<file path="src/lc3b_isa_pkg.sv">
package lc3b_isa_pkg;

	typedef logic [15:0] lc3b_word;
	typedef logic [2:0] lc3b_reg;
	typedef logic [2:0] lc3b_nzp;

	// LC-3b encodings for the supported subset.
	typedef enum logic [3:0] {
		op_br  = 4'b0000,
		op_add = 4'b0001,
		op_and = 4'b0101,
		op_ldr = 4'b0110,
		op_str = 4'b0111,
		op_not = 4'b1001
	} lc3b_opcode;

	localparam lc3b_word pc_reset = 16'h0000;
	localparam lc3b_word pc_step = 16'd2; // Byte distance between instructions.
	localparam lc3b_word nop_instr = 16'h0000; // BR with nzp 000.

	// Low bit positions of the instruction fields.
	localparam int op_lsb = 12;
	localparam int dr_lsb = 9; // Also SR of STR and nzp of BR.
	localparam int sr1_lsb = 6;
	localparam int sr2_lsb = 0;
	localparam int imm_flag = 5; // Immediate form of ADD and AND.

endpackage : lc3b_isa_pkg

</file>
<file path="src/lc3b_pipe_pkg.sv">
package lc3b_pipe_pkg;

	typedef enum logic [1:0] {
		alu_add,
		alu_and,
		alu_not,
		alu_pass
	} lc3b_alu_op;

	typedef struct packed {
		lc3b_alu_op alu_op;
		logic use_imm;
		logic mem_read;
		logic mem_write;
		logic reg_load;
		logic wb_from_mem;
		logic set_cc;
		logic is_branch;
		lc3b_isa_pkg::lc3b_reg dest;
		lc3b_isa_pkg::lc3b_nzp nzp; // Branch mask.
	} lc3b_control;

	typedef struct packed {
		logic valid;
		lc3b_isa_pkg::lc3b_word instr;
		lc3b_isa_pkg::lc3b_word pc_next;
	} if_id_t;

	typedef struct packed {
		logic valid;
		lc3b_control control;
		lc3b_isa_pkg::lc3b_word pc_next;
		lc3b_isa_pkg::lc3b_word sr1_val;
		lc3b_isa_pkg::lc3b_word sr2_val;
		lc3b_isa_pkg::lc3b_word imm;
		lc3b_isa_pkg::lc3b_word offset; // Word offset, not yet doubled.
	} id_ex_t;

	typedef struct packed {
		logic valid;
		lc3b_control control;
		lc3b_isa_pkg::lc3b_word pc_next;
		lc3b_isa_pkg::lc3b_word alu_result;
		lc3b_isa_pkg::lc3b_word store_data;
		lc3b_isa_pkg::lc3b_word br_target;
	} ex_mem_t;

	typedef struct packed {
		logic valid;
		lc3b_control control;
		lc3b_isa_pkg::lc3b_word alu_result;
		lc3b_isa_pkg::lc3b_word load_data;
		lc3b_isa_pkg::lc3b_word br_target;
	} mem_wb_t;

endpackage : lc3b_pipe_pkg

</file>
<file path="src/cpu_datapath.sv">
`timescale 1ns/100ps

module cpu_datapath
(
	input logic clk,
	input logic rst,
	output lc3b_isa_pkg::lc3b_word mem_addr1,
	output logic mem_read1,
	input lc3b_isa_pkg::lc3b_word mem_rdata1,
	output lc3b_isa_pkg::lc3b_word mem_addr2,
	output logic mem_read2,
	output logic mem_write2,
	input lc3b_isa_pkg::lc3b_word mem_rdata2,
	output lc3b_isa_pkg::lc3b_word mem_wdata2
);

	lc3b_pipe_pkg::if_id_t if_id;
	lc3b_pipe_pkg::id_ex_t id_ex;
	lc3b_pipe_pkg::ex_mem_t ex_mem;
	lc3b_pipe_pkg::mem_wb_t mem_wb;

	// Writeback feedback.
	logic reg_we;
	lc3b_isa_pkg::lc3b_reg reg_waddr;
	lc3b_isa_pkg::lc3b_word reg_wdata;
	logic branch_enable;
	lc3b_isa_pkg::lc3b_word br_target;

	instruction_fetch instruction_fetch_i (
		.clk(clk),
		.rst(rst),
		.branch_enable(branch_enable),
		.br_target(br_target),
		.mem_rdata1(mem_rdata1),
		.mem_addr1(mem_addr1),
		.mem_read1(mem_read1),
		.if_id(if_id)
	);

	instruction_decode instruction_decode_i (
		.clk(clk),
		.rst(rst),
		.if_id(if_id),
		.reg_we(reg_we),
		.reg_waddr(reg_waddr),
		.reg_wdata(reg_wdata),
		.id_ex(id_ex)
	);

	execution_module execution_module_i (
		.clk(clk),
		.rst(rst),
		.id_ex(id_ex),
		.ex_mem(ex_mem)
	);

	memory_module memory_module_i (
		.clk(clk),
		.rst(rst),
		.ex_mem(ex_mem),
		.mem_rdata2(mem_rdata2),
		.mem_addr2(mem_addr2),
		.mem_wdata2(mem_wdata2),
		.mem_read2(mem_read2),
		.mem_write2(mem_write2),
		.mem_wb(mem_wb)
	);

	writeback_module writeback_module_i (
		.clk(clk),
		.rst(rst),
		.mem_wb(mem_wb),
		.reg_we(reg_we),
		.reg_waddr(reg_waddr),
		.reg_wdata(reg_wdata),
		.branch_enable(branch_enable),
		.br_target(br_target)
	);

endmodule : cpu_datapath

</file>
<file path="src/execution_module.sv">
`timescale 1ns/100ps

module execution_module
(
	input logic clk,
	input logic rst,
	input lc3b_pipe_pkg::id_ex_t id_ex,
	output lc3b_pipe_pkg::ex_mem_t ex_mem
);

	lc3b_isa_pkg::lc3b_word opnd_b;
	lc3b_isa_pkg::lc3b_word alu_out;
	lc3b_isa_pkg::lc3b_word offset_x2;
	lc3b_pipe_pkg::ex_mem_t ex_mem_d;

	assign offset_x2 = {id_ex.offset[14:0], 1'b0};

	always_comb begin
		if (id_ex.control.mem_read || id_ex.control.mem_write) begin
			opnd_b = offset_x2; // Base plus offset6 for LDR and STR.
		end else if (id_ex.control.use_imm) begin
			opnd_b = id_ex.imm;
		end else begin
			opnd_b = id_ex.sr2_val;
		end
	end

	always_comb begin
		case (id_ex.control.alu_op)
			lc3b_pipe_pkg::alu_add: alu_out = id_ex.sr1_val + opnd_b;
			lc3b_pipe_pkg::alu_and: alu_out = id_ex.sr1_val & opnd_b;
			lc3b_pipe_pkg::alu_not: alu_out = ~id_ex.sr1_val;
			default: alu_out = id_ex.sr1_val;
		endcase
	end

	always_comb begin
		ex_mem_d.valid = id_ex.valid;
		ex_mem_d.control = id_ex.control;
		ex_mem_d.pc_next = id_ex.pc_next;
		ex_mem_d.alu_result = alu_out;
		ex_mem_d.store_data = id_ex.sr2_val;
		ex_mem_d.br_target = id_ex.pc_next + offset_x2; // Branch adder.
	end

	always_ff @(posedge clk) begin
		ex_mem <= ex_mem_d;
		if (rst) begin
			ex_mem.valid <= 1'b0;
		end
	end

endmodule : execution_module

</file>
<file path="src/instruction_decode.sv">
`timescale 1ns/100ps

module instruction_decode
(
	input logic clk,
	input logic rst,
	input lc3b_pipe_pkg::if_id_t if_id,
	input logic reg_we,
	input lc3b_isa_pkg::lc3b_reg reg_waddr,
	input lc3b_isa_pkg::lc3b_word reg_wdata,
	output lc3b_pipe_pkg::id_ex_t id_ex
);

	lc3b_isa_pkg::lc3b_word regs [8];
	lc3b_isa_pkg::lc3b_word instr;
	lc3b_isa_pkg::lc3b_opcode opcode;
	lc3b_isa_pkg::lc3b_reg dr;
	lc3b_isa_pkg::lc3b_reg sr1;
	lc3b_isa_pkg::lc3b_reg sr2;
	lc3b_pipe_pkg::lc3b_control ctrl;
	lc3b_pipe_pkg::id_ex_t id_ex_d;

	// Same-cycle writeback is visible to the read.
	function automatic lc3b_isa_pkg::lc3b_word rf_read(input lc3b_isa_pkg::lc3b_reg addr);
		lc3b_isa_pkg::lc3b_word val;
		val = regs[addr];
		if (reg_we && reg_waddr == addr) begin
			val = reg_wdata;
		end
		return val;
	endfunction

	always_ff @(posedge clk) begin
		if (reg_we) begin
			regs[reg_waddr] <= reg_wdata;
		end
	end

	assign instr = if_id.valid ? if_id.instr : lc3b_isa_pkg::nop_instr;
	assign opcode = lc3b_isa_pkg::lc3b_opcode'(instr[lc3b_isa_pkg::op_lsb +: 4]);
	assign dr = instr[lc3b_isa_pkg::dr_lsb +: 3];
	assign sr1 = instr[lc3b_isa_pkg::sr1_lsb +: 3];
	// STR reads its source from the DR field.
	assign sr2 = (opcode == lc3b_isa_pkg::op_str) ? dr : instr[lc3b_isa_pkg::sr2_lsb +: 3];

	always_comb begin
		ctrl = '0;
		ctrl.alu_op = lc3b_pipe_pkg::alu_pass;
		ctrl.dest = dr;
		case (opcode)
			lc3b_isa_pkg::op_add, lc3b_isa_pkg::op_and: begin
				ctrl.alu_op = (opcode == lc3b_isa_pkg::op_add) ?
					lc3b_pipe_pkg::alu_add : lc3b_pipe_pkg::alu_and;
				ctrl.use_imm = instr[lc3b_isa_pkg::imm_flag];
				ctrl.reg_load = 1'b1;
				ctrl.set_cc = 1'b1;
			end
			lc3b_isa_pkg::op_not: begin
				ctrl.alu_op = lc3b_pipe_pkg::alu_not;
				ctrl.reg_load = 1'b1;
				ctrl.set_cc = 1'b1;
			end
			lc3b_isa_pkg::op_ldr: begin
				ctrl.alu_op = lc3b_pipe_pkg::alu_add;
				ctrl.mem_read = 1'b1;
				ctrl.reg_load = 1'b1;
				ctrl.wb_from_mem = 1'b1;
				ctrl.set_cc = 1'b1;
			end
			lc3b_isa_pkg::op_str: begin
				ctrl.alu_op = lc3b_pipe_pkg::alu_add;
				ctrl.mem_write = 1'b1;
			end
			lc3b_isa_pkg::op_br: begin
				ctrl.is_branch = 1'b1;
				ctrl.nzp = dr;
			end
			default: begin
				ctrl.nzp = 3'b000; // Unsupported opcodes retire as NOPs.
			end
		endcase
	end

	always_comb begin
		id_ex_d.valid = if_id.valid;
		id_ex_d.control = ctrl;
		id_ex_d.pc_next = if_id.pc_next;
		id_ex_d.sr1_val = rf_read(sr1);
		id_ex_d.sr2_val = rf_read(sr2);
		id_ex_d.imm = {{11{instr[4]}}, instr[4:0]};
		if (opcode == lc3b_isa_pkg::op_br) begin
			id_ex_d.offset = {{7{instr[8]}}, instr[8:0]};
		end else begin
			id_ex_d.offset = {{10{instr[5]}}, instr[5:0]};
		end
	end

	always_ff @(posedge clk) begin
		id_ex <= id_ex_d;
		if (rst) begin
			id_ex.valid <= 1'b0;
		end
	end

endmodule : instruction_decode

</file>
<file path="src/instruction_fetch.sv">
`timescale 1ns/100ps

module instruction_fetch
(
	input logic clk,
	input logic rst,
	input logic branch_enable,
	input lc3b_isa_pkg::lc3b_word br_target,
	input lc3b_isa_pkg::lc3b_word mem_rdata1,
	output lc3b_isa_pkg::lc3b_word mem_addr1,
	output logic mem_read1,
	output lc3b_pipe_pkg::if_id_t if_id
);

	lc3b_isa_pkg::lc3b_word pc;
	lc3b_isa_pkg::lc3b_word pc_plus;

	assign pc_plus = pc + lc3b_isa_pkg::pc_step;

	// Branch resolved in writeback overrides the sequential PC.
	always_ff @(posedge clk) begin
		if (rst) begin
			pc <= lc3b_isa_pkg::pc_reset;
		end else if (branch_enable) begin
			pc <= br_target;
		end else begin
			pc <= pc_plus;
		end
	end

	assign mem_addr1 = pc;
	assign mem_read1 = !rst; // Fetch every cycle out of reset.

	always_ff @(posedge clk) begin
		if_id.instr <= mem_rdata1;
		if_id.pc_next <= pc_plus;
		if (rst) begin
			if_id.valid <= 1'b0;
		end else begin
			if_id.valid <= 1'b1;
		end
	end

endmodule : instruction_fetch

</file>
<file path="src/memory_module.sv">
`timescale 1ns/100ps

module memory_module
(
	input logic clk,
	input logic rst,
	input lc3b_pipe_pkg::ex_mem_t ex_mem,
	input lc3b_isa_pkg::lc3b_word mem_rdata2,
	output lc3b_isa_pkg::lc3b_word mem_addr2,
	output lc3b_isa_pkg::lc3b_word mem_wdata2,
	output logic mem_read2,
	output logic mem_write2,
	output lc3b_pipe_pkg::mem_wb_t mem_wb
);

	lc3b_pipe_pkg::mem_wb_t mem_wb_d;

	// Strobes only from an occupied slot.
	assign mem_read2 = ex_mem.valid && ex_mem.control.mem_read;
	assign mem_write2 = ex_mem.valid && ex_mem.control.mem_write;
	assign mem_addr2 = ex_mem.alu_result;
	assign mem_wdata2 = ex_mem.store_data;

	always_comb begin
		mem_wb_d.valid = ex_mem.valid;
		mem_wb_d.control = ex_mem.control;
		mem_wb_d.alu_result = ex_mem.alu_result;
		mem_wb_d.load_data = mem_rdata2; // Data port answers in the same cycle.
		mem_wb_d.br_target = ex_mem.br_target;
	end

	always_ff @(posedge clk) begin
		mem_wb <= mem_wb_d;
		if (rst) begin
			mem_wb.valid <= 1'b0;
		end
	end

endmodule : memory_module

</file>
<file path="src/writeback_module.sv">
`timescale 1ns/100ps

module writeback_module
(
	input logic clk,
	input logic rst,
	input lc3b_pipe_pkg::mem_wb_t mem_wb,
	output logic reg_we,
	output lc3b_isa_pkg::lc3b_reg reg_waddr,
	output lc3b_isa_pkg::lc3b_word reg_wdata,
	output logic branch_enable,
	output lc3b_isa_pkg::lc3b_word br_target
);

	lc3b_isa_pkg::lc3b_nzp cc;
	lc3b_isa_pkg::lc3b_word result;

	function automatic lc3b_isa_pkg::lc3b_nzp gen_cc(input lc3b_isa_pkg::lc3b_word val);
		if (val[15]) begin
			return 3'b100;
		end else if (val == '0) begin
			return 3'b010;
		end
		return 3'b001;
	endfunction

	assign result = mem_wb.control.wb_from_mem ? mem_wb.load_data : mem_wb.alu_result;

	assign reg_we = mem_wb.valid && mem_wb.control.reg_load;
	assign reg_waddr = mem_wb.control.dest;
	assign reg_wdata = result;

	always_ff @(posedge clk) begin
		if (rst) begin
			cc <= '0;
		end else if (mem_wb.valid && mem_wb.control.set_cc) begin
			cc <= gen_cc(result);
		end
	end

	// Taken when mask and current flags overlap.
	assign branch_enable = mem_wb.valid && mem_wb.control.is_branch &&
		|(mem_wb.control.nzp & cc);
	assign br_target = mem_wb.br_target;

endmodule : writeback_module
</file>
<file path="config.mk">
export PLATFORM = sky130hd
export DESIGN_NAME = cpu_datapath
export DESIGN_NICKNAME = d
export VERILOG_FILES = /design/src/lc3b_isa_pkg.sv /design/src/lc3b_pipe_pkg.sv /design/src/cpu_datapath.sv /design/src/execution_module.sv /design/src/instruction_decode.sv /design/src/instruction_fetch.sv /design/src/memory_module.sv /design/src/writeback_module.sv
export SDC_FILE = /design/constraint.sdc
export NUM_CORES = 1
export LEC_CHECK = 0
export BUFFER_PORTS_ARGS = -buffer_cell sky130_fd_sc_hd__buf_2
export CAP_MARGIN = 20
export CELL_PAD_IN_SITES_DETAIL_PLACEMENT = 1
export CELL_PAD_IN_SITES_GLOBAL_PLACEMENT = 1
export CORE_MARGIN = 2
export CORE_UTILIZATION = 51
export DETAILED_ROUTE_END_ITERATION = 10
export GPL_TIMING_DRIVEN = 0
export MAX_ROUTING_LAYER = met4
export PLACE_DENSITY = 0.82
export SLEW_MARGIN = 20
export SYNTH_ARGS = -nofsm -noshare
export SYNTH_HDL_FRONTEND = slang
export SYNTH_HIERARCHICAL = 1
export SYNTH_SLANG_ARGS = --single-unit
</file>
<file path="constraint.sdc">
create_clock -name clk -period 4.4 [get_ports clk]
set_clock_uncertainty 0.1 [all_clocks]
set_input_delay 0.88 -clock clk [delete_from_list [all_inputs] [get_ports clk]]
set_output_delay 0.88 -clock clk [all_outputs]
set_load 0.05 [all_outputs]
</file>
==> flow_metrics.tcl <==
set metrics [dict create \
    antenna_found_initial 1 \
    area_delta_synth_final_pct 15.3 \
    arrival_ns 4.39 \
    clockBufferDepth 3 \
    critical_path_peak_fanout 10 \
    postLayoutCellArea_sq_um 16600 \
    num_vias 9356 \
    cp-end-kind "flop" \
    period_share 0.930 \
    cts_tree "done" \
    ant_nets 0 \
    grt_pass1_vias 9882 \
    worst-r2r-setup-slack_ns 0.31 \
    finalSetupViolations 0 \
    layout.nets 1256 \
    grt_max_degree 15 \
    p_leak_nw 6.63 \
    synth_warnings 6 \
    finalNonFillerCells 1595 \
    die-width_um 172 \
    synthCells 1056 \
    rsz0062_at_grt "no" \
    required_ns 4.70 \
    outcome "finished clean" \
    fin_crit_ns 4.09 \
    clk_latency_ns 0.53 \
    cts.htree.levels 2 \
    cts_buffers 37 \
    die_area_sq_um 29500 \
    wl_mm 40.7 \
    start_kind "flop" \
    hold_class "flop to flop" \
    rows 61 \
    finalHoldViolCount 0 \
    power_density_nw_per_um2 448 \
    hpwl_mm 28.1 \
    maxCapViolCount 0 \
    drive_above_1_share 0.268 \
    dpl.cell_count 1528 \
    dr.pass1.iters 5 \
    pin_count 85 \
    portBuffers 84 \
    die_y_um 172 \
    track_usage 0.289 \
    drtIter0Drc 813 \
    finalPower_mw 7.43 \
    placed_cell_area_sq_um 15400 \
    max_slew.worst_pin.slew_ns 0.926 \
    numClockSinks 345 \
    slew_viol_final 0 \
    avgRoutedWirePerCell_um 25.5 \
    core-area_sq_um 27800 \
    crit_type "flop to flop" \
    start_util 0.517 \
    use_met1 0.358 \
    holdPathEnd "instruction_decode_i/id_ex[64]$_DFF_P_" \
    vias_per_cell 5.87 \
    ir_drop_mv 0.387 \
    slew-limit-headroom 0.383 \
    r2r_cells 13 \
    setup_tns_ns 0 \
    antenna_cells 0 \
    hp-start "instruction_fetch_i/if_id[0]$_DFF_P_" \
    grt_use_met2 0.481 \
    drcViolationCount 0 \
    cts_hold_buffers 0 \
    rr_endpoint "execution_module_i/ex_mem[47]$_DFF_P_" \
    cts.clk_slew.worst_paths_ns 0.06 \
    cts_root_buf "clkbuf_16" \
    postLayoutCoreUtil 0.597 \
    place_congestion 0.879 \
    grt-busiest-layer "met2" \
    fmax_mhz 244 \
    synth.cell_area_sq_um 14400 \
    use_met3 0.0501 \
    syn_nets 1123 \
    worst_hold_path.num_cells 0 \
    overflow 0 \
    synth_area_per_cell_sq_um 13.6 \
    grt_first_pass_wirelength_mm 60.5 \
]
where the power goes:
part,internal (mW),switching [mW],total (mW)
clock network,1.71,1.26,2.97
registers,3.47,0.0928,3.57
logic,0.354,0.544,0.898
total,5.53,1.90,7.43
placed cells by master, fill, tap and decap left out, types with 33 or more instances in the layout:
cell type / count
dfxtp_1: 217
mux4_1: 56
buf_2: 85
a21oi_1: 38
clkbuf_16: 38
edfxtp_1: 128
o21ai_0: 34
inv_1: 33
mux2_2: 52
nor2_1: 43
buf_4: 76
nand2_1: 48
how the worst max path moves through the flow:
| stage | slack [ns] | startpoint | end |
|---|---|---|---|
| 2_1_floorplan | 1.02 | flop | execution_module_i/ex_mem[45]$_DFF_P_ |
| 3_3_place_gp | 0.32 | flop | execution_module_i/ex_mem[47]$_DFF_P_ |
| 3_5_place_dp | 0.18 | flop | execution_module_i/ex_mem[45]$_DFF_P_ |
| 4_1_cts | 0.12 | flop | execution_module_i/ex_mem[45]$_DFF_P_ |
| 5_1_grt | 0.05 | flop | execution_module_i/ex_mem[47]$_DFF_P_ |
| 6_report | 0.31 | flop | execution_module_i/ex_mem[47]$_DFF_P_ |
registers in the layout, summed over array words and instances (netlist names), named ones only:
register and cells:
instruction_decode_i/regs 128, execution_module_i/ex_mem 61, memory_module_i/mem_wb 59, instruction_decode_i/id_ex 39, instruction_fetch_i/if_id 33, instruction_fetch_i/mem_addr1 16
writeback_module_i/cc 3
what timing repair did:
item	in CTS	in global routing
setup buffers	0	0
setup endpoints to repair	0	5
hold endpoints to repair	0	0
resized for setup	0	4
metal layers:
layer / routed length (um) / part of all wire / vias up
met5: 0 / 0 / -
met4: 1250 / 0.031 / 0
met3: 2630 / 0.065 / 92
met2: 20300 / 0.50 / 382
met1: 16600 / 0.41 / 4762
li1: - / - / 4120
critical path, stage by stage, from the launching register on:
cell	delay, ns
dfxtp_1	0.31
clkbuf_2	0.24
buf_1	0.73
mux2_2	0.47
mux2i_1	0.18
o21ai_0	0.12
ha_1	0.38
a2111oi_0	0.42
o21ai_1	0.17
a31oi_2	0.25
o21ai_1	0.14
xnor2_1	0.16
nor2_1	0.05
o31a_1	0.26
stage by stage:
step	hold WS, ns	worst slack, ns
after global placement	0.210	0.321
final	0.221	0.309
after floorplan	0.210	1.02
after global routing	0.229	0.0450
after CTS	0.223	0.119
after detailed placement	0.213	0.178
final cells by class:
class                           count  area (sq um)
Fill cell                        2773         11200
Tap cell                          378           473
Sequential cell                   345          8190
Timing Repair Buffer               94           541
Clock buffer                       50          1030
Buffer                            118           811
Multi-Input combinational cell    560          5280
Clock inverter                     17           131
Inverter                           33           124
(Power assumes the default switching activity.)
